**src/source/reset_gen.sv**
```systemverilog
/*
 * reset_gen: stretches the reset trigger into a held system reset
 */
`timescale 1ns/1ns

module reset_gen #(
	parameter int RESET_HOLD = 16
) (
	input  logic sys_clk,
	input  logic trigger_reset,
	output logic sys_rst_o
);

	localparam int CNT_W = $clog2(RESET_HOLD + 1);

	// loaded at power-on, so the slice starts in reset
	logic [CNT_W-1:0] hold_cnt_q = CNT_W'(RESET_HOLD);

	// reload while the trigger is high, count down after it drops
	always_ff @(posedge sys_clk) begin
		if (trigger_reset) begin
			hold_cnt_q <= CNT_W'(RESET_HOLD);
		end else if (hold_cnt_q != '0) begin
			hold_cnt_q <= hold_cnt_q - 1'b1;
		end
	end

	// held until the count runs out
	assign sys_rst_o = hold_cnt_q != '0;

endmodule

```
**config.mk**
```make
export PLATFORM = sky130hd
export DESIGN_NAME = reset_gen
export DESIGN_NICKNAME = d
export VERILOG_FILES = /design/src/source/reset_gen.sv
export SDC_FILE = /design/constraint.sdc
export NUM_CORES = 1
export LEC_CHECK = 0
export ABC_AREA = 1
export BUFFER_PORTS_ARGS = -buffer_cell sky130_fd_sc_hd__buf_2
export CAP_MARGIN = 20
export CORE_AREA = 8 8 45 47
export DETAILED_ROUTE_END_ITERATION = 8
export DIE_AREA = 0 0 53 55
export SETUP_SLACK_MARGIN = 0.15
export SYNTH_ARGS = -nofsm -noshare
export SYNTH_HDL_FRONTEND = slang
export SYNTH_SLANG_ARGS = --single-unit
```
**constraint.sdc**
```tcl
create_clock -name sys_clk -period 2.1 [get_ports sys_clk]
set_input_delay 0.525 -clock sys_clk [delete_from_list [all_inputs] [get_ports sys_clk]]
set_output_delay 0.525 -clock sys_clk [all_outputs]
set_load 0.01 [all_outputs]
```
# Word-level counts from Yosys, hierarchy flattened
# Index checks and enable logic that the tools add are counted.
[word_totals] in_bits=2 output_inout_bits=1 word_cells=3 regBits=5
[classes] n_reduce_logical=1 n_addsub=1
[op_table] cell="$reduce_bool 5->1" count=1
[op_table] cell="$sub 5x1->5 const B" count=1

# Longest topological paths before layout
[depth] word_depth=1 mapped_depth=7 depth_no_buf=7

# Least setup slack after synthesis
# No wires, ideal clock.
[synth_path] kind="flip-flop to output port" start="reg hold_cnt_q[0]" end="out sys_rst_o" required_time_ps=1575 n_path_buf=0 stages_incl_launch_ff=6 slack_ps=707 arrival_ps=868 path_cell_list="dfxtp_1 -> inv_1 -> ha_1 -> inv_1 -> nor2_2 -> nand2_2"
[synth_via] elab_chain_cells=1
[synth_rtl] element="start: declaration" line_no="17" text="logic [CNT_W-1:0] hold_cnt_q = CNT_W'(RESET_HOLD);"
[synth_rtl] element="start signal: assignment" line_no="22" text="hold_cnt_q <= CNT_W'(RESET_HOLD);"
[synth_rtl] element="start signal: assignment" line_no="24" text="hold_cnt_q <= hold_cnt_q - 1'b1;"
[synth_rtl] element="$reduce_bool 5->1" line_no="29" text="assign sys_rst_o = hold_cnt_q != '0;"
[synth_rtl] element="end: declaration" line_no="11" text="output logic sys_rst_o"
# No other way between the ends.

# Worst setup path after layout
# Ends and elaborated chain as after synthesis.

==> results.yml <==
setup_path:
  crit_top_cell: "inv_1"
  rr_worst_depth: 7
  path_cells: "inv_1 > ha_1 > inv_1 > nor2_2 > nand2_2 > buf_2"
  critical_path.slowest_cell: "dfxtp_1"
  worstPathRequired_ns: 1.57
  cp_data_arrival_time_ns: 1.35
  r2r-start: "hold_cnt_q[0]"
  end_kind: "output pin"
  reg2reg_slack_ns: 0.93
  crit_type: "register to output pin"
  critPathLaunchType: "register"
  worstPathMaxFanout: 6
  worstReg2RegEnd: "hold_cnt_q[0]"
  cpPeakStageDelay_ns: 0.29
global_routing:
  use_met2_pct: 6.05
  met1_usage_pct: 3.65
  antenna_found_initial: 0
  grt_pass1_wl_um: 848
  grt_usage_pct: 4.32
  top_usage_layer: "met2"
  grt_start_max_net_pins: 8
  first_global_vias: 235
  grt-ovfl-total: 0
  use_met3_pct: 3.21
power:
  seq_power_share_pct: 34.8
  power.density_nw_per_um2: 1580
  clkPwrFrac_pct: 21.9
  combPwrFrac_pct: 43.4
  switching_power_mw: 0.215
  intPower_mw: 0.301
  power_mw: 0.515
  leakagePower_nw: 0.157
  swShare_pct: 41.6
  ir_worst_vdd_uv: 426
finish:
  num-fill-cells: 156
  drive_gt1_share_pct: 22.7
  largest_register_ffs: 5
  max_flop_register: "hold_cnt_q"
  nets: 49
  diodes: 0
  reg_top3: "hold_cnt_q (5)"
  syn2layout_area_growth_pct: 20.8
drt:
  drc: 0
  ant_nets: 0
  routed_wl_um: 460
  viasPerCell: 4.03
  num_vias: 242
  post_drt_wl_per_cell_um: 7.67
  drtIter0Drc: 4
  dr.pass1.iters: 4
synthesis:
  synth.distinct_cells: 12
  yosysTopAreaCellShare_pct: 37.0
  yosys_warnings: 0
  async_flop_share_pct: 0
  ys.flop_type: "dfxtp_1"
  synth_top_cell_by_area: "dfxtp_1"
  syn_area_um2: 270
  synth_edf_count: 0
  synth.most_common_cell: "nand2_1"
  ys_top_cells_by_area: "dfxtp_1 37%, nand2_1 9.7%, ha_1 9.3%"
  ys_top_cells_by_count: "7 x nand2_1, 6 x nor2_1, 5 x dfxtp_1, 5 x inv_1, 5 x nand3_1"
  seq_area_frac_synth_pct: 37.0
  ys_ff_latch: 5
  synth_nets: 42
  syn_area_per_cell_um2: 7.11
  syn_inst: 38
sta:
  setup_viol: 0
  max_freq_mhz: 534
  whs_ns: 0.494
  min_period_ns: 1.87
  rsz0062_at_grt: "no"
  final-max-slew-violation-count: 0
  post-route-period-util_pct: 89.2
  finClkSkew_ns: 0.00155
  max_slew_margin_pct: 85.5
  setup_tns_ns: 0
  tightest_slew_ns: 0.217
  hold_viol: 0
outcome:
  run_status: "finished, final reports clean"
min_path:
  hold_depth: 2
  hp-class: "register to register"
  min-delay-start: "hold_cnt_q[4]"
  min_to: "hold_cnt_q[4]"
cts:
  ctsHoldBuffers: 0
  clk_pin_slew_worst_paths_ns: 0.04
  clock_latency_ns: 0.24
  cts_tree: "built"
  post_cts_buffers: 0
  root_buffer: "clkbuf_4"
  cts.sink_count: 5
  cts_made_buffers: 3
  cts_resized: 0
  h-tree-depth: 1
  clk_path_buf_depth: 2
place:
  hpwlAfterDp_um: 352
  io_buffers: 2
  gp_congestion: 0.677
floorplanning:
  start_util_pct: 19.5
  core_um2: 1380
  io_pins: 3
  num_rows: 14
  design.die.area_um2: 2920
  die_w_um: 53
  die_h_um: 55
job:
  cap_violations: 0
## power by group through the flow
stage	registers, mW	logic, mW	clock network (mW)
final	0.179	0.223	0.113
after global routing	0.185	0.262	0.123
after CTS	0.179	0.225	0.117
after detailed placement	0.181	0.224	0
after global placement	0.179	0.226	0
after floorplan	0.173	0.190	0
## critical path: cells and delay by family, from the launching register on
kind | cells | cell delay, ns
buffers and inverters | 3 | 0.34
AND/OR/NAND/NOR | 2 | 0.27
adder cells (fa/ha/maj) | 1 | 0.20
flip-flops | 1 | 0.29
## layout make-up
cell class,count,area (µm²),area share (%)
sequential,5,100,30.7
multi-input combinational,27,148,45.2
clock buffer,4,26.3,8.05
timing repair buffer,2,10.0,3.07
tap,16,20.0,6.13
inverter,6,22.5,6.90
## how the worst max path moves through the flow
stage | end | start | cells after the start | slack, ns
after floorplan | sys_rst_o | hold_cnt_q[0] | 5 | 0.71
after global placement | sys_rst_o | hold_cnt_q[0] | 6 | 0.53
after detailed placement | sys_rst_o | hold_cnt_q[0] | 6 | 0.50
after CTS | sys_rst_o | hold_cnt_q[0] | 6 | 0.24
after global routing | sys_rst_o | hold_cnt_q[0] | 6 | 0.16
final | sys_rst_o | hold_cnt_q[0] | 6 | 0.23
## through the flow
stage          setup WS [ns]  instance area [µm²]  util [%]  instances
3_3_place_gp           0.531                  300      21.7         56
3_5_place_dp           0.503                  300      21.7         56
4_1_cts                0.238                  327      23.6         60
2_1_floorplan          0.707                  270         -         38
5_1_grt                0.159                  327      23.6         60
6_report               0.226                  327      23.6         60
## routing by layer
layer  wire, µm  share of wire [%]
met2        209                 45
met5          0                  0
met4         10                2.2
met3         34                7.4
met1        205                 45
## placed cells by master (no fill, tap or decap)
master and instances:
nor2_2 1, buf_2 2, xnor2_1 1, nor2_4 1
clkbuf_4 3, nand2_2 2, ha_1 2, dfxtp_1 5
inv_1 5, nand2_1 7, clkbuf_1 1, nor2_1 6
a21oi_1 2, inv_2 1, nand3_1 5
## cells by family after synthesis
family	synth area share [%]
adders and majority gates	9.26
and+or+nand+nor	38.4
xor gates and xnor gates	3.24
DFF	37.0
AOI/OAI and AO/OA	3.70
buffers and inverters	8.33
(Power assumes the default switching activity.)
