===== src/source/soc_pkg.sv =====
/*
 * soc_pkg: bus structs, width types, address map and
 * system controller register layout shared by the slice
 */
package soc_pkg;

	// --------------------------------------------------
	// width types
	typedef logic [31:0] wb_addr_t;
	typedef logic [31:0] wb_data_t;
	typedef logic [3:0]  wb_sel_t;
	// word address, byte address bits 15..2
	typedef logic [13:0] csr_addr_t;
	typedef logic [31:0] gpio_in_t;
	typedef logic [3:0]  led_t;
	typedef logic [31:0] irq_vec_t;

	// --------------------------------------------------
	// bus structs
	// master side of wishbone classic
	typedef struct packed {
		wb_addr_t adr;
		wb_data_t dat;
		wb_sel_t  sel;
		logic     we;
		logic     cyc;
		logic     stb;
	} wb_req_t;

	// slave side, one of ack/err per access
	typedef struct packed {
		wb_data_t dat;
		logic     ack;
		logic     err;
	} wb_rsp_t;

	// csr bus, no handshake
	typedef struct packed {
		csr_addr_t a;
		logic      we;
		wb_data_t  dat;
	} csr_req_t;

	typedef enum logic [1:0] {IDLE, ACCESS, RESPOND} csrbrg_state_t;

	// --------------------------------------------------
	// address map, bit 31 not decoded
	localparam logic [2:0] REGION_RAM  = 3'b000;
	localparam logic [1:0] REGION_CSR  = 2'b11;
	localparam logic [3:0] SYSCTL_BANK = 4'h1;

	// sysctl word offsets within the bank
	localparam logic [9:0] REG_GPIO_IN       = 10'd0;
	localparam logic [9:0] REG_LEDS          = 10'd1;
	localparam logic [9:0] REG_GPIO_MASK     = 10'd2;
	localparam logic [9:0] REG_TIMER_CTRL    = 10'd3;
	localparam logic [9:0] REG_TIMER_COMPARE = 10'd4;
	localparam logic [9:0] REG_TIMER_COUNTER = 10'd5;
	localparam logic [9:0] REG_SYSTEM_ID     = 10'd6;

	// timer control bits
	localparam int TIMER_EN_BIT = 0;
	localparam int TIMER_AR_BIT = 1;

	// 1.3.0 final on M1
	localparam wb_data_t SYSTEM_ID = 32'h13004D31;

	// interrupt vector positions
	localparam int IRQ_GPIO   = 1;
	localparam int IRQ_TIMER0 = 2;

endpackage


===== src/source/wb_decoder.sv =====
/*
 * wb_decoder: address decode, response mux and error
 * responder for accesses to unmapped space
 */
`timescale 1ns/1ns

module wb_decoder (
	input  logic             sys_clk,
	input  logic             sys_rst_i,
	input  soc_pkg::wb_req_t wb_i,
	output soc_pkg::wb_rsp_t wb_o,
	output soc_pkg::wb_req_t ram_req_o,
	input  soc_pkg::wb_rsp_t ram_rsp_i,
	output soc_pkg::wb_req_t csr_req_o,
	input  soc_pkg::wb_rsp_t csr_rsp_i
);

	logic ram_sel;
	logic csr_sel;
	logic unmapped_access;
	logic err_q;

	// bit 31 ignored so the upper half shadows the lower
	assign ram_sel = wb_i.adr[30:28] == soc_pkg::REGION_RAM;
	assign csr_sel = wb_i.adr[30:29] == soc_pkg::REGION_CSR;
	assign unmapped_access = wb_i.cyc & wb_i.stb & ~ram_sel & ~csr_sel;

	// strobe reaches the selected slave only
	always_comb begin
		ram_req_o     = wb_i;
		ram_req_o.cyc = wb_i.cyc & ram_sel;
		ram_req_o.stb = wb_i.stb & ram_sel;
		csr_req_o     = wb_i;
		csr_req_o.cyc = wb_i.cyc & csr_sel;
		csr_req_o.stb = wb_i.stb & csr_sel;
	end

	// --------------------------------------------------
	// error responder answers once per held strobe
	always_ff @(posedge sys_clk) begin
		if (sys_rst_i) begin
			err_q <= 1'b0;
		end else begin
			err_q <= unmapped_access & ~err_q;
		end
	end

	// response back from whichever slave is addressed
	always_comb begin
		wb_o.dat = '0;
		wb_o.ack = 1'b0;
		wb_o.err = err_q;
		if (ram_sel) begin
			wb_o = ram_rsp_i;
		end else if (csr_sel) begin
			wb_o = csr_rsp_i;
		end
	end

	// at most one slave answers in any cycle
	assert property (@(posedge sys_clk) disable iff (sys_rst_i)
		$onehot0({ram_rsp_i.ack, csr_rsp_i.ack, err_q}))
		else $error("wb_decoder: ack and err high together");

endmodule


===== config.mk =====
export PLATFORM = sky130hd
export DESIGN_NAME = wb_decoder
export DESIGN_NICKNAME = d
export VERILOG_FILES = /design/src/source/soc_pkg.sv /design/src/source/wb_decoder.sv
export SDC_FILE = /design/constraint.sdc
export NUM_CORES = 1
export LEC_CHECK = 0
export BUFFER_PORTS_ARGS = -buffer_cell sky130_fd_sc_hd__buf_2
export CAP_MARGIN = 0
export CORE_AREA = 4 4 120 122
export CTS_BUF_LIST = sky130_fd_sc_hd__clkbuf_2 sky130_fd_sc_hd__clkbuf_4 sky130_fd_sc_hd__clkbuf_8
export CTS_CLUSTER_SIZE = 25
export DETAILED_ROUTE_END_ITERATION = 10
export DIE_AREA = 0 0 124 126
export PLACE_DENSITY = 0.46
export SETUP_SLACK_MARGIN = 0.05
export SLEW_MARGIN = 10
export SYNTH_ARGS = -nofsm -noshare
export SYNTH_HDL_FRONTEND = slang
export SYNTH_SLANG_ARGS = --single-unit

===== constraint.sdc =====
create_clock -name sys_clk -period 2.5 [get_ports sys_clk]
set_input_delay 0.5 -clock sys_clk [delete_from_list [all_inputs] [get_ports sys_clk]]
set_output_delay 0.5 -clock sys_clk [all_outputs]
set_load 0.03 [all_outputs]

-- Word-level counts from Yosys, hierarchy flattened
Index checks and enable logic that the tools add are counted.
Widths: inputs -> output; s select.
- input bits: 141
- logic and storage cells: 16
- output and inout port bits: 176
- register bits: 1
- reduce and logical (&&, ||, !) cells: 1
- mux-type cells: 2
- equal/unequal tests: 1
- bitwise operators: 11
- operators with widths (operator ; count):
    $mux 34 ; 2
    $and 1x1->1 ; 8
    $logic_not 3->1 ; 1
    $not 1->1 ; 3
    $eq 2x2->1 const B ; 1

-- Longest topological paths before layout
- depth after elaboration: 5
- gate-level depth with buffers: 4
- gate-level depth less buffers: 2

-- Worst setup path after synthesis
Ideal clock, no wire load.
- path type: input port to output port
- start: input wb_i[67] (netlist bit)
- end: output wb_o[20] (netlist bit)
- path buffers: 1
- cell stages on the path: 3
- setup slack: 675 ps
- arrival: 1325 ps
- data required time: 2000 ps
- cells stage by stage: nor3_4 > buf_6 > a22o_1
- RTL lines (item ; RTL line ; source):
    start, declared ; wb_decoder.sv:10 ; input soc_pkg::wb_req_t wb_i,
    end, declared ; wb_decoder.sv:11 ; output soc_pkg::wb_rsp_t wb_o,

==> impl_metrics.prom <==
# TYPE chip_impl_metric gauge
chip_impl_info{name="status",value="completed"} 1
chip_impl_metric{name="critical_path_peak_fanout",unit=""} 26
chip_impl_info{name="worstSetupStartpoint",value="wb_i[69]"} 1
chip_impl_metric{name="post_cts_resize_count",unit=""} 0
chip_impl_metric{name="ys_warns",unit=""} 0
chip_impl_metric{name="ir_worst_vdd",unit="uV"} 105.0
chip_impl_metric{name="std_cell_rows",unit=""} 42
chip_impl_metric{name="synth.net_count",unit=""} 332
chip_impl_info{name="synthDominantAreaCellType",value="sky130_fd_sc_hd__buf_4"} 1
chip_impl_metric{name="design.portCount",unit=""} 317
chip_impl_metric{name="cts-hold-fix-buffers",unit=""} 0
chip_impl_metric{name="initial_core_util",unit="%"} 11.64
chip_impl_metric{name="grt_pass1_vias",unit=""} 1250
chip_impl_metric{name="synth_area_per_cell",unit="um2"} 8.038
chip_impl_metric{name="synth_cell_types",unit=""} 13
chip_impl_metric{name="worstMarginPinSlew",unit="ns"} 0.1999
chip_impl_info{name="unrepaired_setup_endpoints_after_global_routing",value="false"} 1
chip_impl_metric{name="chipWidth",unit="um"} 124
chip_impl_metric{name="detail_route.wl_per_cell",unit="um"} 15.68
chip_impl_metric{name="die_h",unit="um"} 126
chip_impl_metric{name="finalClockSkew",unit="ns"} 0
chip_impl_info{name="critical_path.reg2reg.endpoint",value="err_q"} 1
chip_impl_metric{name="place.port_buffers",unit=""} 118
chip_impl_metric{name="clk_latency",unit="ns"} 0
chip_impl_metric{name="core-area",unit="um2"} 13190
chip_impl_metric{name="routabilityCongestion",unit=""} 0.6230
chip_impl_metric{name="detail_route.drc_violations",unit=""} 0
chip_impl_metric{name="per_cell_via_count_in_the_routed_design",unit=""} 3.149
chip_impl_metric{name="detail_route.first_pass.iterations",unit=""} 4
chip_impl_metric{name="track_usage",unit="%"} 5.904
chip_impl_metric{name="netlist_instances",unit=""} 191
chip_impl_metric{name="syn_area",unit="um2"} 1535
chip_impl_metric{name="finalCritPeriodShare",unit="%"} 80.48
chip_impl_info{name="timing.critical_path.to_type",value="output pin"} 1
chip_impl_metric{name="insertedDiodeCount",unit=""} 0
chip_impl_metric{name="ff2ff_setup_slack",unit="ns"} 1.50
chip_impl_metric{name="slew_violations",unit=""} 0
chip_impl_metric{name="cts_post_setup_buffers_inserted",unit=""} 0
chip_impl_metric{name="yosys_register_bits",unit=""} 1
chip_impl_metric{name="final.setup.tns",unit="ns"} 0
chip_impl_metric{name="power_density",unit="nW/um2"} 218.2
chip_impl_metric{name="yosys.area.top_type_share",unit="%"} 67.48
chip_impl_metric{name="grt.overflow.total",unit=""} 0
chip_impl_metric{name="worstPathArrival",unit="ns"} 1.51
chip_impl_metric{name="fmax",unit="MHz"} 497.0
chip_impl_metric{name="largest_register_ffs",unit=""} 1
chip_impl_metric{name="final_antenna_net_count",unit=""} 0
chip_impl_metric{name="maxSlewHeadroom",unit="%"} 86.77
chip_impl_metric{name="cts.clk_slew.worst_paths",unit="ns"} 0
chip_impl_metric{name="area_growth_syn_to_layout",unit="%"} -16.71
chip_impl_metric{name="cellLeakagePower",unit="nW"} 0.6993
chip_impl_metric{name="finalHoldViolCount",unit=""} 0
chip_impl_info{name="critical_path.reg2reg.startpoint",value="err_q"} 1
chip_impl_metric{name="grt_start_max_net_pins",unit=""} 38
chip_impl_metric{name="wl",unit="um"} 5378
chip_impl_metric{name="dr_total_vias",unit=""} 1080
chip_impl_info{name="worst_setup_path_start_kind",value="primary input"} 1
chip_impl_metric{name="cp_required",unit="ns"} 2.00
chip_impl_metric{name="synth_edf_count",unit=""} 0
chip_impl_metric{name="cap_viol_max_count",unit=""} 0
chip_impl_info{name="post-synth-top-count-cell",value="sky130_fd_sc_hd__buf_4"} 1
chip_impl_info{name="min_path_type",value="reg -> reg"} 1
chip_impl_metric{name="final_nets",unit=""} 310
chip_impl_metric{name="asyncSetResetFlopFracSynth",unit="%"} 0
chip_impl_metric{name="worst-r2r-cell-count",unit=""} 2
chip_impl_metric{name="die_area",unit="um2"} 15620
chip_impl_info{name="critPathCapture",value="wb_o[11]"} 1
chip_impl_info{name="max_flop_register",value="err_q"} 1
chip_impl_info{name="ys_top_cells_by_count",value="sky130_fd_sc_hd__buf_4 (138), sky130_fd_sc_hd__a22o_1 (19), sky130_fd_sc_hd__a22o_2 (14), sky130_fd_sc_hd__buf_6 (7)"} 1
chip_impl_metric{name="fin_worst_hold_slack",unit="ns"} 0.5366
chip_impl_metric{name="drt_iter0_markers",unit=""} 9
chip_impl_metric{name="finish.utilization",unit="%"} 9.695
chip_impl_metric{name="grt_first_pass_wirelength",unit="um"} 7162
chip_impl_metric{name="ys_seq_area_share",unit="%"} 1.304
chip_impl_info{name="timing_worst_setup_path_type",value="in -> out"} 1
chip_impl_metric{name="number_of_antenna_violations_at_the_first_check_in_global_routing",unit=""} 0
chip_impl_info{name="synth.area.top_cells",value="sky130_fd_sc_hd__buf_4 (67%), sky130_fd_sc_hd__a22o_1 (11%), sky130_fd_sc_hd__a22o_2 (9.1%)"} 1
chip_impl_info{name="postSynth.topFlopCell",value="sky130_fd_sc_hd__dfxtp_1"} 1
chip_impl_metric{name="dp_hpwl",unit="um"} 4607
chip_impl_metric{name="fin_crit",unit="ns"} 2.012
chip_impl_metric{name="setup_viol",unit=""} 0
chip_impl_metric{name="final_layout_size_suffix_gt1_share",unit="%"} 81.44
chip_impl_info{name="largest_registers",value="err_q (1)"} 1
[power by group]
group	internal [mW]	switching (mW)	total, mW	leakage, nW
Sequential	0.0169	0.000390	0.0173	0.00815
Combinational	0.105	0.157	0.262	0.691
Clock	0	0	0	0
[worst max-delay path, stage by stage]
cell	delay (ns)
sky130_fd_sc_hd__buf_2	0.16
sky130_fd_sc_hd__and2_1	0.22
sky130_fd_sc_hd__buf_12	0.17
sky130_fd_sc_hd__a22o_2	0.27
sky130_fd_sc_hd__buf_2	0.18
[layout make-up]
type	count	area [um2]
Fill cell	1550	11910
Multi-Input combinational cell	45	400.4
Sequential cell	1	20.02
Tap cell	176	220.2
Timing Repair Buffer	121	638.1
[cells by family after synthesis]
group	after synthesis	synth area share, %
compound gates	35	21.03
simple gates	10	5.053
buf+inv	145	72.62
flops	1	1.304
[how the worst min path moves through the flow]
stage / endpoint / cells after the start / slack, ns / startpoint
2_1_floorplan: err_q / 2 / 0.47 / err_q
3_3_place_gp: err_q / 2 / 0.51 / err_q
3_5_place_dp: err_q / 2 / 0.53 / err_q
4_1_cts: err_q / 2 / 0.53 / err_q
5_1_grt: err_q / 2 / 0.56 / err_q
6_report: err_q / 2 / 0.54 / err_q
[layout by cell type, fill, tap and decap left out]
master,synthesis,final
sky130_fd_sc_hd__and2_1,3,3
sky130_fd_sc_hd__buf_4,138,1
sky130_fd_sc_hd__nor3_4,1,1
sky130_fd_sc_hd__buf_2,0,118
sky130_fd_sc_hd__or4_1,1,1
sky130_fd_sc_hd__a22o_1,19,19
sky130_fd_sc_hd__a22o_2,14,14
sky130_fd_sc_hd__o31a_1,1,1
sky130_fd_sc_hd__a21boi_0,1,1
sky130_fd_sc_hd__and3_1,3,3
sky130_fd_sc_hd__buf_12,0,2
sky130_fd_sc_hd__or4bb_1,1,1
sky130_fd_sc_hd__dfxtp_1,1,1
sky130_fd_sc_hd__nor3_1,1,1
[metrics by stage]
step	setup slack [ns]	total power [mW]	std cells	cell area, um2
2_1_floorplan	0.6749	0.5674	191	1535
3_3_place_gp	0.5185	0.2813	343	1279
3_5_place_dp	0.4858	0.2833	343	1279
4_1_cts	0.4774	0.2854	343	1279
5_1_grt	0.4078	0.2982	343	1279
6_report	0.4881	0.2790	343	1279
[per-layer routing]
| layer | part of all wire, % | vias to the layer above | track usage, % |
|---|---|---|---|
| met3 | 14 | 63 | 1.435 |
| li1 | - | 460 | - |
| met2 | 44 | 97 | 10.12 |
| met5 | 0 | - | 0 |
| met1 | 33 | 460 | 5.952 |
| met4 | 8.8 | 0 | 4.832 |
Power figures use the tool's default switching activity.
