--- src/source/soc_pkg.sv ---
/*
 * soc_pkg: bus structs, width types, address map and
 * system controller register layout shared by the slice
 */
package soc_pkg;

	// --------------------------------------------------
	// width types
	typedef logic [31:0] wb_addr_t;
	typedef logic [31:0] wb_data_t;
	typedef logic [3:0]  wb_sel_t;
	// word address, byte address bits 15..2
	typedef logic [13:0] csr_addr_t;
	typedef logic [31:0] gpio_in_t;
	typedef logic [3:0]  led_t;
	typedef logic [31:0] irq_vec_t;

	// --------------------------------------------------
	// bus structs
	// master side of wishbone classic
	typedef struct packed {
		wb_addr_t adr;
		wb_data_t dat;
		wb_sel_t  sel;
		logic     we;
		logic     cyc;
		logic     stb;
	} wb_req_t;

	// slave side, one of ack/err per access
	typedef struct packed {
		wb_data_t dat;
		logic     ack;
		logic     err;
	} wb_rsp_t;

	// csr bus, no handshake
	typedef struct packed {
		csr_addr_t a;
		logic      we;
		wb_data_t  dat;
	} csr_req_t;

	typedef enum logic [1:0] {IDLE, ACCESS, RESPOND} csrbrg_state_t;

	// --------------------------------------------------
	// address map, bit 31 not decoded
	localparam logic [2:0] REGION_RAM  = 3'b000;
	localparam logic [1:0] REGION_CSR  = 2'b11;
	localparam logic [3:0] SYSCTL_BANK = 4'h1;

	// sysctl word offsets within the bank
	localparam logic [9:0] REG_GPIO_IN       = 10'd0;
	localparam logic [9:0] REG_LEDS          = 10'd1;
	localparam logic [9:0] REG_GPIO_MASK     = 10'd2;
	localparam logic [9:0] REG_TIMER_CTRL    = 10'd3;
	localparam logic [9:0] REG_TIMER_COMPARE = 10'd4;
	localparam logic [9:0] REG_TIMER_COUNTER = 10'd5;
	localparam logic [9:0] REG_SYSTEM_ID     = 10'd6;

	// timer control bits
	localparam int TIMER_EN_BIT = 0;
	localparam int TIMER_AR_BIT = 1;

	// 1.3.0 final on M1
	localparam wb_data_t SYSTEM_ID = 32'h13004D31;

	// interrupt vector positions
	localparam int IRQ_GPIO   = 1;
	localparam int IRQ_TIMER0 = 2;

endpackage

--- src/source/sysctl.sv ---
/*
 * sysctl: GPIO inputs, LEDs, GPIO change interrupt, one
 * programmable timer and the system identifier on the CSR bus
 */
`timescale 1ns/1ns

module sysctl (
	input  logic              sys_clk,
	input  logic              sys_rst_i,
	input  soc_pkg::csr_req_t csr_i,
	output soc_pkg::wb_data_t csr_rdata_o,
	input  soc_pkg::gpio_in_t gpio_i,
	output soc_pkg::led_t     leds_o,
	output logic              gpio_irq_o,
	output logic              timer_irq_o
);

	logic              bank_sel;
	logic [9:0]        reg_off;
	logic              wr_en;
	soc_pkg::gpio_in_t gpio_s1;
	soc_pkg::gpio_in_t gpio_s2;
	soc_pkg::gpio_in_t gpio_prev;
	soc_pkg::gpio_in_t gpio_mask_q;
	soc_pkg::led_t     leds_q;
	logic              timer_en_q;
	logic              timer_ar_q;
	soc_pkg::wb_data_t compare_q;
	soc_pkg::wb_data_t counter_q;
	logic              gpio_irq_q;
	logic              timer_irq_q;

	// bank in bits 13..10, register in 9..0
	assign bank_sel = csr_i.a[13:10] == soc_pkg::SYSCTL_BANK;
	assign reg_off  = csr_i.a[9:0];
	assign wr_en    = bank_sel & csr_i.we;

	// two-flop sync, plus last value for edge detect
	always_ff @(posedge sys_clk) begin
		gpio_s1   <= gpio_i;
		gpio_s2   <= gpio_s1;
		gpio_prev <= gpio_s2;
	end

	// --------------------------------------------------
	// control registers and timer
	always_ff @(posedge sys_clk) begin
		if (sys_rst_i) begin
			leds_q      <= '0;
			gpio_mask_q <= '0;
			timer_en_q  <= 1'b0;
			timer_ar_q  <= 1'b0;
			compare_q   <= '0;
			counter_q   <= '0;
			gpio_irq_q  <= 1'b0;
			timer_irq_q <= 1'b0;
		end else begin
			// any masked bit toggled
			gpio_irq_q  <= |((gpio_s2 ^ gpio_prev) & gpio_mask_q);
			timer_irq_q <= 1'b0;
			if (timer_en_q) begin
				if (counter_q == compare_q) begin
					counter_q   <= '0;
					timer_irq_q <= 1'b1;
					// one-shot stops itself
					if (!timer_ar_q) begin
						timer_en_q <= 1'b0;
					end
				end else begin
					counter_q <= counter_q + 1'b1;
				end
			end
			// bus writes win over the count
			if (wr_en) begin
				case (reg_off)
					soc_pkg::REG_LEDS: leds_q <= csr_i.dat[$bits(soc_pkg::led_t)-1:0];
					soc_pkg::REG_GPIO_MASK: gpio_mask_q <= csr_i.dat;
					soc_pkg::REG_TIMER_CTRL: begin
						timer_en_q <= csr_i.dat[soc_pkg::TIMER_EN_BIT];
						timer_ar_q <= csr_i.dat[soc_pkg::TIMER_AR_BIT];
					end
					soc_pkg::REG_TIMER_COMPARE: compare_q <= csr_i.dat;
					soc_pkg::REG_TIMER_COUNTER: counter_q <= csr_i.dat;
					default: ;
				endcase
			end
		end
	end

	// read mux, zero outside the bank
	always_comb begin
		csr_rdata_o = '0;
		if (bank_sel) begin
			case (reg_off)
				soc_pkg::REG_GPIO_IN: csr_rdata_o = gpio_s2;
				soc_pkg::REG_LEDS: csr_rdata_o = 32'(leds_q);
				soc_pkg::REG_GPIO_MASK: csr_rdata_o = gpio_mask_q;
				soc_pkg::REG_TIMER_CTRL: begin
					csr_rdata_o[soc_pkg::TIMER_EN_BIT] = timer_en_q;
					csr_rdata_o[soc_pkg::TIMER_AR_BIT] = timer_ar_q;
				end
				soc_pkg::REG_TIMER_COMPARE: csr_rdata_o = compare_q;
				soc_pkg::REG_TIMER_COUNTER: csr_rdata_o = counter_q;
				soc_pkg::REG_SYSTEM_ID: csr_rdata_o = soc_pkg::SYSTEM_ID;
				default: csr_rdata_o = '0;
			endcase
		end
	end

	assign leds_o      = leds_q;
	assign gpio_irq_o  = gpio_irq_q;
	assign timer_irq_o = timer_irq_q;

	// counter wraps at compare, never runs past it
	assert property (@(posedge sys_clk) disable iff (sys_rst_i)
		timer_en_q |-> counter_q <= compare_q)
		else $error("sysctl: timer counter above compare");

endmodule

--- config.mk ---
export PLATFORM = sky130hd
export DESIGN_NAME = sysctl
export DESIGN_NICKNAME = d
export VERILOG_FILES = /design/src/source/soc_pkg.sv /design/src/source/sysctl.sv
export SDC_FILE = /design/constraint.sdc
export NUM_CORES = 1
export LEC_CHECK = 0
export ABC_AREA = 1
export ABC_CLOCK_PERIOD_IN_PS = 1800
export BUFFER_PORTS_ARGS = -buffer_cell sky130_fd_sc_hd__buf_2
export CELL_PAD_IN_SITES_DETAIL_PLACEMENT = 0
export CELL_PAD_IN_SITES_GLOBAL_PLACEMENT = 1
export CORE_MARGIN = 2
export CORE_UTILIZATION = 41
export CTS_CLUSTER_DIAMETER = 100
export DETAILED_ROUTE_END_ITERATION = 10
export GPL_TIMING_DRIVEN = 0
export PLACE_DENSITY_LB_ADDON = 0.1
export SYNTH_ARGS = -nofsm -noshare
export SYNTH_HDL_FRONTEND = slang
export SYNTH_SLANG_ARGS = --single-unit
--- constraint.sdc ---
create_clock -name sys_clk -period 1.8 [get_ports sys_clk]
set_input_delay 0.27 -clock sys_clk [delete_from_list [all_inputs] [get_ports sys_clk]]
set_output_delay 0.27 -clock sys_clk [all_outputs]
set_load 0.05 [all_outputs]
Word level (Yosys, flattened, before mapping)
Cells that the tools add are included.
- register bits after elaboration: 200
- output and inout port bits: 38
- word-level logic and storage cells: 44
- add/sub/neg operators: 1
- equality and inequality tests: 8
- mux-type cells: 13
- bitwise operators: 4
- reduce and logical (&&, ||, !) cells: 7
- operators by type and width (cell ; count):
    case mux 30 bit (6 select lines) ; 1
    2-to-1 mux 32 bit ; 5
    adder 32 x 1 -> 32 bit (second input constant) ; 1
    AND 32 bit ; 1
    equality test 32 bit ; 1
    OR reduction 32 bit ; 1
    bitwise XOR 32 bit ; 1
    equality test 10 x 3 -> 1 bit (second input constant) ; 3
    equality test 10 x 2 -> 1 bit (second input constant) ; 2
    case mux 2 bit (7 select lines) ; 1
    equality test 10 x 1 -> 1 bit (second input constant) ; 1
    zero test 10 bit ; 1
    AND reduction 2 bit ; 4
    2-to-1 mux 1 bit ; 6
    equality test 4 x 1 -> 1 bit (second input constant) ; 1
    OR reduction 2 bit ; 1
    AND 1 bit ; 1
    inverter 1 bit ; 1

Logic depth before layout (Yosys ltp)
- word-level depth: 5
- depth in mapped cells: 13
- depth with buffers taken out: 11

Worst setup path after synthesis
Ideal clock, no wire load.
- path kind: input to output
- start point: input port csr_i[42] (netlist name)
- end point: output port csr_rdata_o[3]
- arrival time: 1.944 ns
- required time: 1.530 ns
- slack: -0.414 ns
- stages on the path: 11
- cell sequence: nor2_2 nand2_1 nor2_2 inv_2 nor2_4 buf_6 buf_6 nand2_1 o21ai_1 nor2_1 a21oi_1
- cells in the longest elaborated chain, start to end: 3
- elaborated cells between the ends (all ways): 8
- classes of those cells: eq/ne: 5; mux: 2; reduce/logical: 1
- ends and longest elaborated chain (what ; RTL line ; text):
    start: declaration ; sysctl.sv:10 ; input soc_pkg::csr_req_t csr_i,
    equality test 10 x 3 -> 1 bit (tied with other cells) ; sysctl.sv:94 ; case (reg_off)
    case mux 30 bit (6 select lines) (*) ; sysctl.sv:94 ;
    2-to-1 mux 32 bit (*) ; sysctl.sv:93 ; if (bank_sel) begin
    end: declaration ; sysctl.sv:11 ; output soc_pkg::wb_data_t csr_rdata_o,
Every way passes the cells marked *; elsewhere a longest branch is shown, timed or not.

Final worst setup path
- start point: input port csr_i[41] (netlist name)
- end point: output port csr_rdata_o[3]
Same word-level chain as after synthesis.

==> impl_metrics.json <==
{
  "tightest_slew_ns": 0.974,
  "ys_seq_elements": 200,
  "rsz0062_at_grt": "yes",
  "n_fill_cell": 2020,
  "dr.pass1.iters": 5,
  "p_switching_mw": 2.28,
  "h-tree-depth": 4,
  "combPwrFrac_pct": 4.2,
  "p_int_mw": 6.74,
  "viasPerCell": 5.17,
  "drt-total-wl_um": 33400,
  "synth_warnings": 0,
  "outcome": "complete, but fails checks",
  "cts_tree": "built",
  "crit_arrival_ns": 1.81,
  "syn_area_per_cell_um2": 7.13,
  "synth_area_um2": 8880,
  "cp-start-kind": "primary input",
  "vdd_drop_max_mv": 0.574,
  "final.period_utilization_pct": 115,
  "grt.overflow.total": 0,
  "power_frac_seq_pct": 50.9,
  "grt_max_degree": 21,
  "die_x_um": 151,
  "hold_path_class": "in2reg",
  "dp_slack_ns": -0.738,
  "critPathKind": "in2out",
  "post-route-min-period_ns": 2.08,
  "grt_pass1_vias": 8464,
  "final_util_pct": 57.3,
  "cts.path.max_buffers": 2,
  "finalHoldViolations": 0,
  "core_area_um2": 21200,
  "path_clk_slew_ns": 0.09,
  "nNetsFinal": 1520,
  "clock-sinks": 200,
  "leakage_nw": 4.83,
  "final-instance-count-excl-fill": 1726,
  "antenna_found_initial": 0,
  "drt_iter0_markers": 746,
  "wl_per_cell_um": 19.3,
  "grt_usage_pct": 29.5,
  "drc": 0,
  "drive_gt1_share_pct": 27.0,
  "finalSetupViolCount": 32,
  "start_util_pct": 42.0,
  "portBuffers": 117,
  "max_cap_viol_count": 0,
  "cp_max_fo": 5,
  "num_vias": 8921,
  "finalMaxSlewViolations": 0,
  "required_ns": 1.53,
  "worst_slack_ns": -0.277,
  "max_freq_mhz": 482,
  "ys_types": 36,
  "syn_nets": 1328,
  "num_rows": 53,
  "insertion_delay_ns": 0.45,
  "diodes": 0,
  "yosysSeqAreaShare_pct": 45.1,
  "placedInstanceArea_um2": 10100,
  "tns_ns": -7.11,
  "finalClockSkew_ns": 0.0163,
  "clkPwrFrac_pct": 44.8,
  "postRouteAntennaNets": 0,
  "area_growth_pct": 36.5,
  "dp_cells": 1638,
  "relSlewSlack_pct": 35.1,
  "dpl.hpwl_um": 24100,
  "synthCells": 1246,
  "swShare_pct": 25.3,
  "globalplace.congestion": 0.922,
  "postLayoutCellArea_um2": 12100,
  "grt_pass1_wl_um": 49000,
  "die_area_um2": 22900,
  "ios": 119,
  "endpoint_kind": "output pin",
  "fin_hold_ws_ns": 0.106,
  "die_h_um": 151,
  "cts_buffers": 17,
  "power.total_mw": 9.02,
  "power.density_nw_per_um2": 744,
  "root_buffer": "clkbuf_16",
  "failed_checks": "setup timing"
}
## cell usage in the layout, fill, tap and decap left out, types with 4 or more instances in the layout
| cell | netlist | final |
|---|---|---|
| nand4_1 | 14 | 14 |
| a21oi_1 | 89 | 68 |
| dlygate4sd3_1 | 0 | 32 |
| clkbuf_1 | 21 | 18 |
| inv_1 | 95 | 94 |
| nand2_2 | 5 | 19 |
| buf_8 | 0 | 14 |
| a21oi_2 | 10 | 19 |
| clkbuf_16 | 0 | 20 |
| or2_2 | 13 | 13 |
| xnor2_1 | 13 | 12 |
| nand2_1 | 298 | 280 |
| nor2_1 | 213 | 168 |
| nor3_2 | 0 | 6 |
| o21ai_0 | 129 | 109 |
| buf_4 | 2 | 18 |
| o21ai_2 | 0 | 11 |
| a21oi_4 | 0 | 12 |
| dfxtp_2 | 0 | 10 |
| clkinv_8 | 0 | 4 |
| inv_2 | 9 | 8 |
| dfxtp_1 | 200 | 188 |
| nand3_1 | 34 | 32 |
| nor3_1 | 10 | 4 |
| buf_2 | 17 | 87 |
| nand2_4 | 2 | 6 |
| nor2_4 | 8 | 39 |
| xor2_1 | 17 | 17 |
| o21ai_1 | 7 | 16 |
| a211oi_2 | 0 | 7 |
| nor2_2 | 6 | 20 |
| buf_12 | 0 | 4 |
| buf_6 | 9 | 44 |
## kinds of logic (layout without fill, tap and decap cells)
logic type	Yosys count	after routing	share of synthesized area [%]
AOI/OAI and AO/OA	250	250	14.9
xor gates and xnor gates	30	30	2.96
adders and majority gates	1	1	0.141
buffers and inverters	155	360	7.65
DFF	200	200	45.1
and+or+nand+nor	610	610	29.2
## synthesized netlist by cell type, drive strengths merged
library cell	instances	share of area (%)
nand2	305	13
nor2	229	11
dfxtp	200	45
o21ai	136	7.7
inv	104	4.4
a21oi	99	6.0
nand3	34	1.9
buf	29	2.3
clkbuf	22	0.94
xor2	17	1.7
nand4	16	1.5
or2	13	0.92
xnor2	13	1.3
nor3	10	0.56
a211oi	8	0.68
o211ai	3	0.25
o22ai	2	0.14
a22o	1	0.099
a32oi	1	0.099
ha	1	0.14
nand3b	1	0.085
nor2b	1	0.099
nor3b	1	0.085
## power by group through the flow
stage,clock (mW),sequential [mW],combinational (mW)
floorplan,0,4.68,0.128
global placement,0,4.70,0.304
detailed placement,0,4.70,0.305
CTS,4.06,4.60,0.375
global route,4.24,4.61,0.413
finish,4.04,4.60,0.383
## repair_timing
| item | in CTS | in global routing |
|---|---|---|
| pin swaps | 22 | 20 |
| resized for setup | 182 | 75 |
| setup endpoints to repair | 63 | 64 |
| endpoints found under the hold margin | 32 | 0 |
| cloned | 6 | 1 |
| hold buffers | 32 | 0 |
| setup buffers | 12 | 7 |
## final cells by class
class                   instances  area [µm²]  share of cell area [%]
well taps                     275         344                    2.84
clock buffers                  18         439                    3.62
inverters                     104         395                    3.26
repair buffers                173        1450                    11.9
clock inverters                14         176                    1.46
flip-flops and latches        200        4020                    33.2
multi-input cells             891        4860                    40.1
plain buffers                  51         429                    3.54
## worst paths after layout
kind / cells past startpoint / to / slack, ns / start
hold reg to reg: 0 / gpio_s2[18] / 0.33 / gpio_s1[18]
setup reg to reg: 11 / counter_q[20] / 0.02 / counter_q[26]
setup / recovery: 14 / csr_rdata_o[3] / -0.28 / csr_i[41]
hold / removal: 3 / counter_q[24] / 0.11 / csr_i[24]
## per-layer routing
layer	wire length [µm]	share of wire, %	global-route usage (%)
met1	14200	43	38.4
met2	16300	49	50.9
met3	2240	6.7	4.79
met4	591	1.8	8.04
met5	0	0	0
## worst max-delay path, stage by stage
cell,delay (ns)
buf_6,0.09
nor2_4,0.13
nand2_2,0.09
nor2_4,0.12
inv_4,0.06
nor2_4,0.13
buf_8,0.16
buf_12,0.11
buf_12,0.12
nand2_1,0.05
o21ai_1,0.09
nor2_2,0.07
a21oi_4,0.15
buf_8,0.16
## flip-flops by register name (all words and copies together), names as in the netlist
signal and count:
compare_q 32, counter_q 32, gpio_irq_o 1, gpio_mask_q 32, gpio_prev 32, gpio_s1 32, gpio_s2 32, leds_o 4
timer_ar_q 1, timer_en_q 1, timer_irq_o 1
No activity file was read; power rests on OpenSTA's default activity.
