## src/source/soc_pkg.sv

```systemverilog
/*
 * soc_pkg: bus structs, width types, address map and
 * system controller register layout shared by the slice
 */
package soc_pkg;

	// --------------------------------------------------
	// width types
	typedef logic [31:0] wb_addr_t;
	typedef logic [31:0] wb_data_t;
	typedef logic [3:0]  wb_sel_t;
	// word address, byte address bits 15..2
	typedef logic [13:0] csr_addr_t;
	typedef logic [31:0] gpio_in_t;
	typedef logic [3:0]  led_t;
	typedef logic [31:0] irq_vec_t;

	// --------------------------------------------------
	// bus structs
	// master side of wishbone classic
	typedef struct packed {
		wb_addr_t adr;
		wb_data_t dat;
		wb_sel_t  sel;
		logic     we;
		logic     cyc;
		logic     stb;
	} wb_req_t;

	// slave side, one of ack/err per access
	typedef struct packed {
		wb_data_t dat;
		logic     ack;
		logic     err;
	} wb_rsp_t;

	// csr bus, no handshake
	typedef struct packed {
		csr_addr_t a;
		logic      we;
		wb_data_t  dat;
	} csr_req_t;

	typedef enum logic [1:0] {IDLE, ACCESS, RESPOND} csrbrg_state_t;

	// --------------------------------------------------
	// address map, bit 31 not decoded
	localparam logic [2:0] REGION_RAM  = 3'b000;
	localparam logic [1:0] REGION_CSR  = 2'b11;
	localparam logic [3:0] SYSCTL_BANK = 4'h1;

	// sysctl word offsets within the bank
	localparam logic [9:0] REG_GPIO_IN       = 10'd0;
	localparam logic [9:0] REG_LEDS          = 10'd1;
	localparam logic [9:0] REG_GPIO_MASK     = 10'd2;
	localparam logic [9:0] REG_TIMER_CTRL    = 10'd3;
	localparam logic [9:0] REG_TIMER_COMPARE = 10'd4;
	localparam logic [9:0] REG_TIMER_COUNTER = 10'd5;
	localparam logic [9:0] REG_SYSTEM_ID     = 10'd6;

	// timer control bits
	localparam int TIMER_EN_BIT = 0;
	localparam int TIMER_AR_BIT = 1;

	// 1.3.0 final on M1
	localparam wb_data_t SYSTEM_ID = 32'h13004D31;

	// interrupt vector positions
	localparam int IRQ_GPIO   = 1;
	localparam int IRQ_TIMER0 = 2;

endpackage

```

## src/source/wb_csr_bridge.sv

```systemverilog
/*
 * wb_csr_bridge: one single-cycle CSR access for each
 * wishbone access, read data registered for the ack
 */
`timescale 1ns/1ns

module wb_csr_bridge (
	input  logic              sys_clk,
	input  logic              sys_rst_i,
	input  soc_pkg::wb_req_t  wb_i,
	output soc_pkg::wb_rsp_t  wb_o,
	output soc_pkg::csr_req_t csr_o,
	input  soc_pkg::wb_data_t csr_rdata_i
);

	soc_pkg::csrbrg_state_t state_q;
	soc_pkg::csr_req_t      csr_q;
	soc_pkg::wb_data_t      rdata_q;
	logic                   strobe;

	assign strobe = wb_i.cyc & wb_i.stb;

	always_ff @(posedge sys_clk) begin
		// address and write data taken with the strobe
		if (state_q == soc_pkg::IDLE && strobe) begin
			csr_q.a   <= wb_i.adr[15:2];
			csr_q.dat <= wb_i.dat;
		end
		// slave answers combinationally during ACCESS
		if (state_q == soc_pkg::ACCESS) begin
			rdata_q <= csr_rdata_i;
		end

		if (sys_rst_i) begin
			state_q  <= soc_pkg::IDLE;
			csr_q.we <= 1'b0;
		end else begin
			// write pulse lasts one cycle
			csr_q.we <= 1'b0;
			case (state_q)
				soc_pkg::IDLE: begin
					if (strobe) begin
						state_q  <= soc_pkg::ACCESS;
						csr_q.we <= wb_i.we;
					end
				end
				soc_pkg::ACCESS: state_q <= soc_pkg::RESPOND;
				// stb still high here, dropped by the master after ack
				soc_pkg::RESPOND: state_q <= soc_pkg::IDLE;
				default: state_q <= soc_pkg::IDLE;
			endcase
		end
	end

	assign csr_o    = csr_q;
	assign wb_o.dat = rdata_q;
	assign wb_o.ack = state_q == soc_pkg::RESPOND;
	assign wb_o.err = 1'b0;

	// exactly one csr write per wishbone write
	assert property (@(posedge sys_clk) disable iff (sys_rst_i)
		csr_o.we |-> state_q == soc_pkg::ACCESS)
		else $error("wb_csr_bridge: csr we outside ACCESS");

endmodule

```

## config.mk

```make
export PLATFORM = sky130hd
export DESIGN_NAME = wb_csr_bridge
export DESIGN_NICKNAME = d
export VERILOG_FILES = /design/src/source/soc_pkg.sv /design/src/source/wb_csr_bridge.sv
export SDC_FILE = /design/constraint.sdc
export NUM_CORES = 1
export LEC_CHECK = 0
export ABC_CLOCK_PERIOD_IN_PS = 5400
export BUFFER_PORTS_ARGS = -buffer_cell sky130_fd_sc_hd__buf_2
export CAP_MARGIN = 10
export CORE_UTILIZATION = 30
export CTS_CLUSTER_DIAMETER = 120
export DETAILED_ROUTE_END_ITERATION = 10
export GPL_TIMING_DRIVEN = 0
export SLEW_MARGIN = 20
export SYNTH_ARGS = -nofsm -noshare
export SYNTH_HDL_FRONTEND = slang
export SYNTH_SLANG_ARGS = --single-unit
```

## constraint.sdc

```tcl
create_clock -name sys_clk -period 5.4 [get_ports sys_clk]
set_input_delay 0.54 -clock sys_clk [delete_from_list [all_inputs] [get_ports sys_clk]]
set_output_delay 0.54 -clock sys_clk [all_outputs]
set_load 0.01 [all_outputs]
```

# Word level (Yosys, flattened, before mapping)

Index checks and enable logic that the tools add are counted.

Flip-flop bits (word level): 81
Word-level logic and storage cells: 16
Input bits: 105
Output and inout bits: 81

Equality and inequality tests: 3
Reduce and logical (&&, ||, !) cells: 3
Bitwise logic cells: 3
Mux-type cells: 2

Operators by type and width:

| operator                                                         | number |
|---|---|
| 2-bit one-hot mux with 2 select lines                            | 1 |
| 3-bit OR reduction                                               | 1 |
| 2-bit by 1-bit == test with 1-bit output (second input constant) | 1 |
| 2-bit == test (second input constant)                            | 1 |
| 2-bit zero test                                                  | 1 |
| 2-bit two-way mux                                                | 1 |
| 2-bit != test (second input constant)                            | 1 |
| 1-bit inverter                                                   | 2 |
| 1-bit AND                                                        | 1 |
| 1-bit logical AND                                                | 1 |

# Longest topological paths before layout

Gate-level depths: netlist (run 1).

Depth in word-level cells: 3
Gate-level depth with buffers: 2
Gate-level depth less buffers: 2

# Least setup slack after synthesis (run 1)

No wires, ideal clock.

Path type: reg2reg
From: register state_q[0]
To: register rdata_q[0] (enable)
Period minus slack after synthesis: 2243 ps
Data arrival time: 1817 ps
Stages on the path, launching flop included: 2
Library setup time: 426 ps
Slack: 3157 ps
Cells stage by stage: dfxtp_1 nor2b_1

Longest elaborated chain between the ends: 1

RTL lines:

| item                                     | RTL line            | RTL |
|---|---|---|
| from (decl)                              | wb_csr_bridge.sv:16 | `soc_pkg::csrbrg_state_t state_q;` |
| from (signal assigned)                   | wb_csr_bridge.sv:35 | `state_q <= soc_pkg::IDLE;` |
| from (signal assigned)                   | wb_csr_bridge.sv:43 | `state_q <= soc_pkg::ACCESS;` |
| from (signal assigned)                   | wb_csr_bridge.sv:47 | `soc_pkg::ACCESS: state_q <= soc_pkg::RESPOND;` |
| 2-bit by 1-bit == test with 1-bit output | wb_csr_bridge.sv:30 | `if (state_q == soc_pkg::ACCESS) begin` |
| to (signal assigned)                     | wb_csr_bridge.sv:31 | `rdata_q <= csr_rdata_i;` |
| to (decl)                                | wb_csr_bridge.sv:18 | `soc_pkg::wb_data_t rdata_q;` |

Every way passes these cells.
A chain may end at the register's enable or synchronous reset.

==> results of run 1 <==
Yosys cell counts (all sizes together):
cell type	n
nor2	1
nor3b	1
dfxtp	3
buf	1
nor2b	3
nand4bb	1
conb	1
inv	1
edfxtp	78
stage by stage:
stage | cells | setup WS (ns) | total power, uW
2_1_floorplan | 90 | 3.16 | 760
3_3_place_gp | 354 | 2.62 | 811
3_5_place_dp | 356 | 3.77 | 816
4_1_cts | 370 | 3.83 | 1220
5_1_grt | 370 | 3.78 | 1240
6_report | 370 | 3.87 | 1200
power groups by stage:
stage | Sequential (uW) | Combinational (uW) | Clock, uW
after detailed placement | 735 | 80.3 | 0
after global placement | 736 | 75.2 | 0
after floorplan | 749 | 11.3 | 0
after CTS | 721 | 80.2 | 415
final | 721 | 78.7 | 396
after global routing | 723 | 86.3 | 436
logic make-up (layout without fill, tap and decap cells):
group                  after synthesis  in the layout  synth area share
DFF                                 81             81             0.969
and+or+nand+nor                      6              6            0.0252
buffers and inverters                2            180           0.00454
other                                1              1           0.00151
flip-flops by register name, indices dropped and copies added, names as in the netlist:
| name | count |
|---|---|
| csr_o | 47 |
| rdata_q | 32 |
| state_q | 2 |
worst register-to-register path: stages (launching register included):
cell and delay (ns):
dfxtp_1 0.34, nand4bb_4 0.25, inv_2 0.25, buf_12 0.25
layer usage:
metal,track usage,routed length [um],vias up
met4,0.0538,77,0
met3,0.0698,792,8
met5,0,0,-
li1,-,-,699
met2,0.170,2100,129
met1,0.124,1880,671
worst paths after layout:
path / startpoint / end / slack [ns] / cells after the start
worst min register to register: state_q[0]$_SDFFE_PP0P_ / state_q[0]$_SDFFE_PP0P_ / 0.60 / 2
worst max-delay path: state_q[1]$_SDFFE_PP0P_ / wb_o[1] / 3.87 / 2
worst max register to register: state_q[1]$_SDFFE_PP0P_ / csr_o[4]$_DFFE_PP_ / 3.98 / 3
worst min-delay path: wb_i[42] / csr_o[34]$_DFFE_PP_ / 0.38 / 1
area by class of cell:
class / instances / area [sq um]
Clock buffer: 10 / 128
Fill cell: 732 / 4210
Clock inverter: 4 / 46.3
Multi-Input combinational cell: 7 / 73.8
Buffer: 1 / 7.51
Inverter: 1 / 3.75
Sequential cell: 81 / 2400
Timing Repair Buffer: 164 / 851
Tap cell: 102 / 128
==> results.sh, run 1 <==
export IMPL_cts_tree="yes"
export IMPL_fin_nets=370
export IMPL_die_area_sq_um=8630
export IMPL_num_rows=32
export IMPL_clockBufferDepth=2
export IMPL_dpl_cell_area_sq_um=3470
export IMPL_p_sw_frac=0.196
export IMPL_leakagePower_uw=0.00152
export IMPL_area_delta_synth_final_pct=46.8
export IMPL_num_antenna_cells=0
export IMPL_yosysSeqAreaShare=0.969
export IMPL_synth_area_per_cell_sq_um=27.6
export IMPL_p_per_area_nw_per_um2=329
export IMPL_post_cts_buffers=0
export IMPL_syn_area_sq_um=2480
export IMPL_rsz0062_at_grt="false"
export IMPL_path_clk_slew_ns=0.07
export IMPL_routedWlPerCell_um=13.1
export IMPL_yosysWarningCount=0
export IMPL_die_w_um=92.9
export IMPL_postSynthCellCount=90
export IMPL_start_util=0.316
export IMPL_intPower_uw=962
export IMPL_firstDrtPassIters=4
export IMPL_worstPathRequired_ns=4.86
export IMPL_port_buffers=162
export IMPL_setup_tns_ns=0
export IMPL_power_switching_uw=235
export IMPL_synth_largest_area_cell="edfxtp_1"
export IMPL_max_freq_mhz=653
export IMPL_path_buf_inv=1
export IMPL_cts_buffers=9
export IMPL_path_cells="nor2b_1 -> buf_2"
export IMPL_power_frac_clock=0.331
export IMPL_dp_hpwl_um=3700
export IMPL_pwr_share_seq=0.603
export IMPL_path_max_fanout=3
export IMPL_vias=1507
export IMPL_fp_coreArea_sq_um=7850
export IMPL_cap_viol_max_count=0
export IMPL_startpoint_type="register"
export IMPL_ios=186
export IMPL_finalWeightedCongestion=0.718
export IMPL_wirelength_um=4850
export IMPL_netlist_top_cells_area="edfxtp_1, dfxtp_1, nand4bb_4"
export IMPL_cts_resized=0
export IMPL_critPathKind="register to output pin"
export IMPL_antenna_found_initial=0
export IMPL_cts_root_buf="clkbuf_8"
export IMPL_ir_drop_v=0.000158
export IMPL_grt_pass1_wl_um=6960
export IMPL_final_common_cell="buf_2"
export IMPL_syn_nets=195
export IMPL_first_global_vias=1488
export IMPL_period_needed_ns=1.53
export IMPL_antenna_left=0
export IMPL_track_usage=0.112
export IMPL_fin_skew_ns=0.00431
export IMPL_outcome="finished clean"
export IMPL_synth_top_area_frac=0.945
export IMPL_critPathSlowestCell="dfxtp_1"
export IMPL_drv_slew=0
export IMPL_htree_num_levels=3
export IMPL_synth_cell_types=9
export IMPL_post_route_drc_count=0
export IMPL_mostFrequentLayoutCells="buf_2, edfxtp_1, clkbuf_8"
export IMPL_hp_class="input port to register"
export IMPL_overflow=0
export IMPL_clk_latency_ns=0.33
export IMPL_grt_start_max_net_pins=36
export IMPL_crit_arrival_ns=0.99
export IMPL_utilization=0.464
export IMPL_cp_top_family="flip-flops"
export IMPL_ys_ff_latch=81
export IMPL_setup_viol=0
export IMPL_stdcell_area_sq_um=3640
export IMPL_drt_iter0_markers=50
export IMPL_timing_final_crit_share=0.283
export IMPL_drive_gt1_frac=0.675
export IMPL_fp_dieH_um=92.9
export IMPL_combPwrFrac=0.066
export IMPL_holdWs_ns=0.375
export IMPL_cp_end_kind="output pin"
export IMPL_critPathMaxStageDelay_ns=0.39
export IMPL_cts_sinks=81
export IMPL_avgViaCountPerCell=4.07
export IMPL_hold_viol_final=0
export IMPL_hold_buffers=0
No activity file was read; power rests on OpenSTA's default activity.
==> run 2, diff against run 1 <==
--- a/config.mk
+++ b/config.mk
@@ -5,13 +5,14 @@
 export SDC_FILE = /design/constraint.sdc
 export NUM_CORES = 1
 export LEC_CHECK = 0
-export ABC_CLOCK_PERIOD_IN_PS = 5400
+export ABC_CLOCK_PERIOD_IN_PS = 1300
 export BUFFER_PORTS_ARGS = -buffer_cell sky130_fd_sc_hd__buf_2
 export CAP_MARGIN = 10
 export CORE_UTILIZATION = 30
 export CTS_CLUSTER_DIAMETER = 120
 export DETAILED_ROUTE_END_ITERATION = 10
 export GPL_TIMING_DRIVEN = 0
+export PLACE_DENSITY = 0.65
 export SLEW_MARGIN = 20
 export SYNTH_ARGS = -nofsm -noshare
 export SYNTH_HDL_FRONTEND = slang
==> constraint.sdc (replaced) <==
create_clock -name sys_clk -period 1.3 [get_ports sys_clk]
set_input_delay 0.13 -clock sys_clk [delete_from_list [all_inputs] [get_ports sys_clk]]
set_output_delay 0.13 -clock sys_clk [all_outputs]
set_load 0.01 [all_outputs]
==> results.sh, run 2 (synthesized netlist as in run 1, its figures left out) <==
export IMPL_num_rows=32
export IMPL_final_common_cell="buf_2"
export IMPL_hold_viol_final=0
export IMPL_critPathSlowestCell="dfxtp_2"
export IMPL_worstPathRequired_ns=1.36
export IMPL_avgViaCountPerCell=4.10
export IMPL_leakagePower_uw=0.00190
export IMPL_drt_iter0_markers=47
export IMPL_critPathMaxStageDelay_ns=0.35
export IMPL_drv_slew=0
export IMPL_cp_end_kind="register"
export IMPL_met3_usage=0.0493
export IMPL_crit_arrival_ns=1.37
export IMPL_antenna_left=0
export IMPL_routedWlPerCell_um=14.4
export IMPL_largest_reg_flops=47
export IMPL_cap_viol_max_count=0
export IMPL_fp_dieH_um=92.9
export IMPL_drive_gt1_frac=0.546
export IMPL_final_cells=461
export IMPL_cts_buffers=9
export IMPL_die_w_um=92.9
export IMPL_vias=1888
export IMPL_ir_drop_v=0.000606
export IMPL_start_util=0.316
export IMPL_setup_viol=3
export IMPL_overflow=0
export IMPL_first_global_vias=2025
export IMPL_firstDrtPassIters=4
export IMPL_placed_cells=354
export IMPL_finalWeightedCongestion=0.672
export IMPL_post_route_drc_count=0
export IMPL_outcome="finished with violations"
export IMPL_grt_pass1_wl_um=9830
export IMPL_track_usage=0.157
export IMPL_path_clk_slew_ns=0.08
export IMPL_path_max_fanout=7
export IMPL_antenna_found_initial=0
export IMPL_grt_busiest_layer="met2"
export IMPL_critPathKind="register to register"
export IMPL_max_freq_mhz=767
export IMPL_mostFrequentLayoutCells="buf_2, dlygate4sd3_1, edfxtp_1"
export IMPL_htree_num_levels=3
export IMPL_startpoint_type="register"
export IMPL_fin_nets=459
export IMPL_cts_tree="yes"
export IMPL_period_needed_ns=1.30
export IMPL_grt_start_max_net_pins=18
export IMPL_cts_sinks=81
export IMPL_violations="negative setup slack"
export IMPL_fp_coreArea_sq_um=7850
export IMPL_rsz0062_at_grt="true"
export IMPL_setup_tns_ns=-0.0123
export IMPL_timing_final_crit_share=1.00
export IMPL_path_buf_inv=3
export IMPL_hp_class="input port to register"
export IMPL_area_delta_synth_final_pct=85.2
export IMPL_num_antenna_cells=0
export IMPL_ff2ff_setup_slack_ns=-0.004
export IMPL_fin_skew_ns=0.00889
export IMPL_cts_root_buf="clkbuf_8"
export IMPL_fin_ws_ns=-0.00416
export IMPL_path_cells="nand4bb_4 -> buf_12 -> clkinvlp_4 -> clkbuf_16"
export IMPL_cp_top_family="buffers and inverters"
export IMPL_ios=186
export IMPL_clk_latency_ns=0.34
export IMPL_met1_usage=0.163
export IMPL_die_area_sq_um=8630
export IMPL_clockBufferDepth=2
export IMPL_wirelength_um=6650
export IMPL_met2_usage=0.290
export IMPL_p_per_area_nw_per_um2=1210
export IMPL_port_buffers=162
-- run 2: metrics by stage --
stage           util  setup WS, ns  power, uW  cell area (sq um)  hold slack [ns]
6_report       0.585      -0.00416       5550               4590           0.0205
5_1_grt        0.585       -0.0465       5750               4590           0.0240
4_1_cts        0.578       -0.0311       5600               4540          0.00285
3_5_place_dp   0.437        -0.525       3380               3430            0.308
3_3_place_gp   0.437        -0.490       3370               3430            0.307
2_1_floorplan      -        -0.238       3160               2490            0.194
-- run 2: report_power, final --
| part | total (uW) | internal (uW) | switching (uW) |
|---|---|---|---|
| clock | 1990 | 1090 | 903 |
| sequential | 3000 | 2970 | 24.5 |
| combinational | 562 | 341 | 222 |
-- run 2: timing repair --
action	4_1_cts	5_1_grt
hold buffers	79	0
endpoints found under the hold margin	81	0
resized for setup	8	1
setup endpoints to repair	79	28
buffers inserted	3	2
pin swaps	1	1
gates cloned	6	1
-- run 2: final cells by class --
type,count,area (sq um)
well taps,102,128
flip-flops and latches,81,2410
plain buffers,1,7.51
repair buffers,247,1700
repair inverters,5,37.5
inverters,1,7.51
clock buffers,10,128
fillers,613,3260
multi-input cells,8,87.6
clock inverters,6,92.6
-- run 2: final timing paths --
kind | start | to | cells past startpoint
worst min register to register | state_q[1]$_SDFFE_PP0P_ | rdata_q[1]$_DFFE_PN_ | 1
worst max register to register | state_q[0]$_SDFFE_PP0P_ | csr_o[33]$_DFFE_PP_ | 4
worst max-delay path | state_q[0]$_SDFFE_PP0P_ | csr_o[33]$_DFFE_PP_ | 4
worst min-delay path | wb_i[2] | csr_o[32]$_SDFF_PP0_ | 2
-- run 2: metal layers --
metal / share of wire / wire length [um]
met4: 0.015 / 103
met2: 0.53 / 3520
met5: 0 / 0
met1: 0.37 / 2480
met3: 0.083 / 555
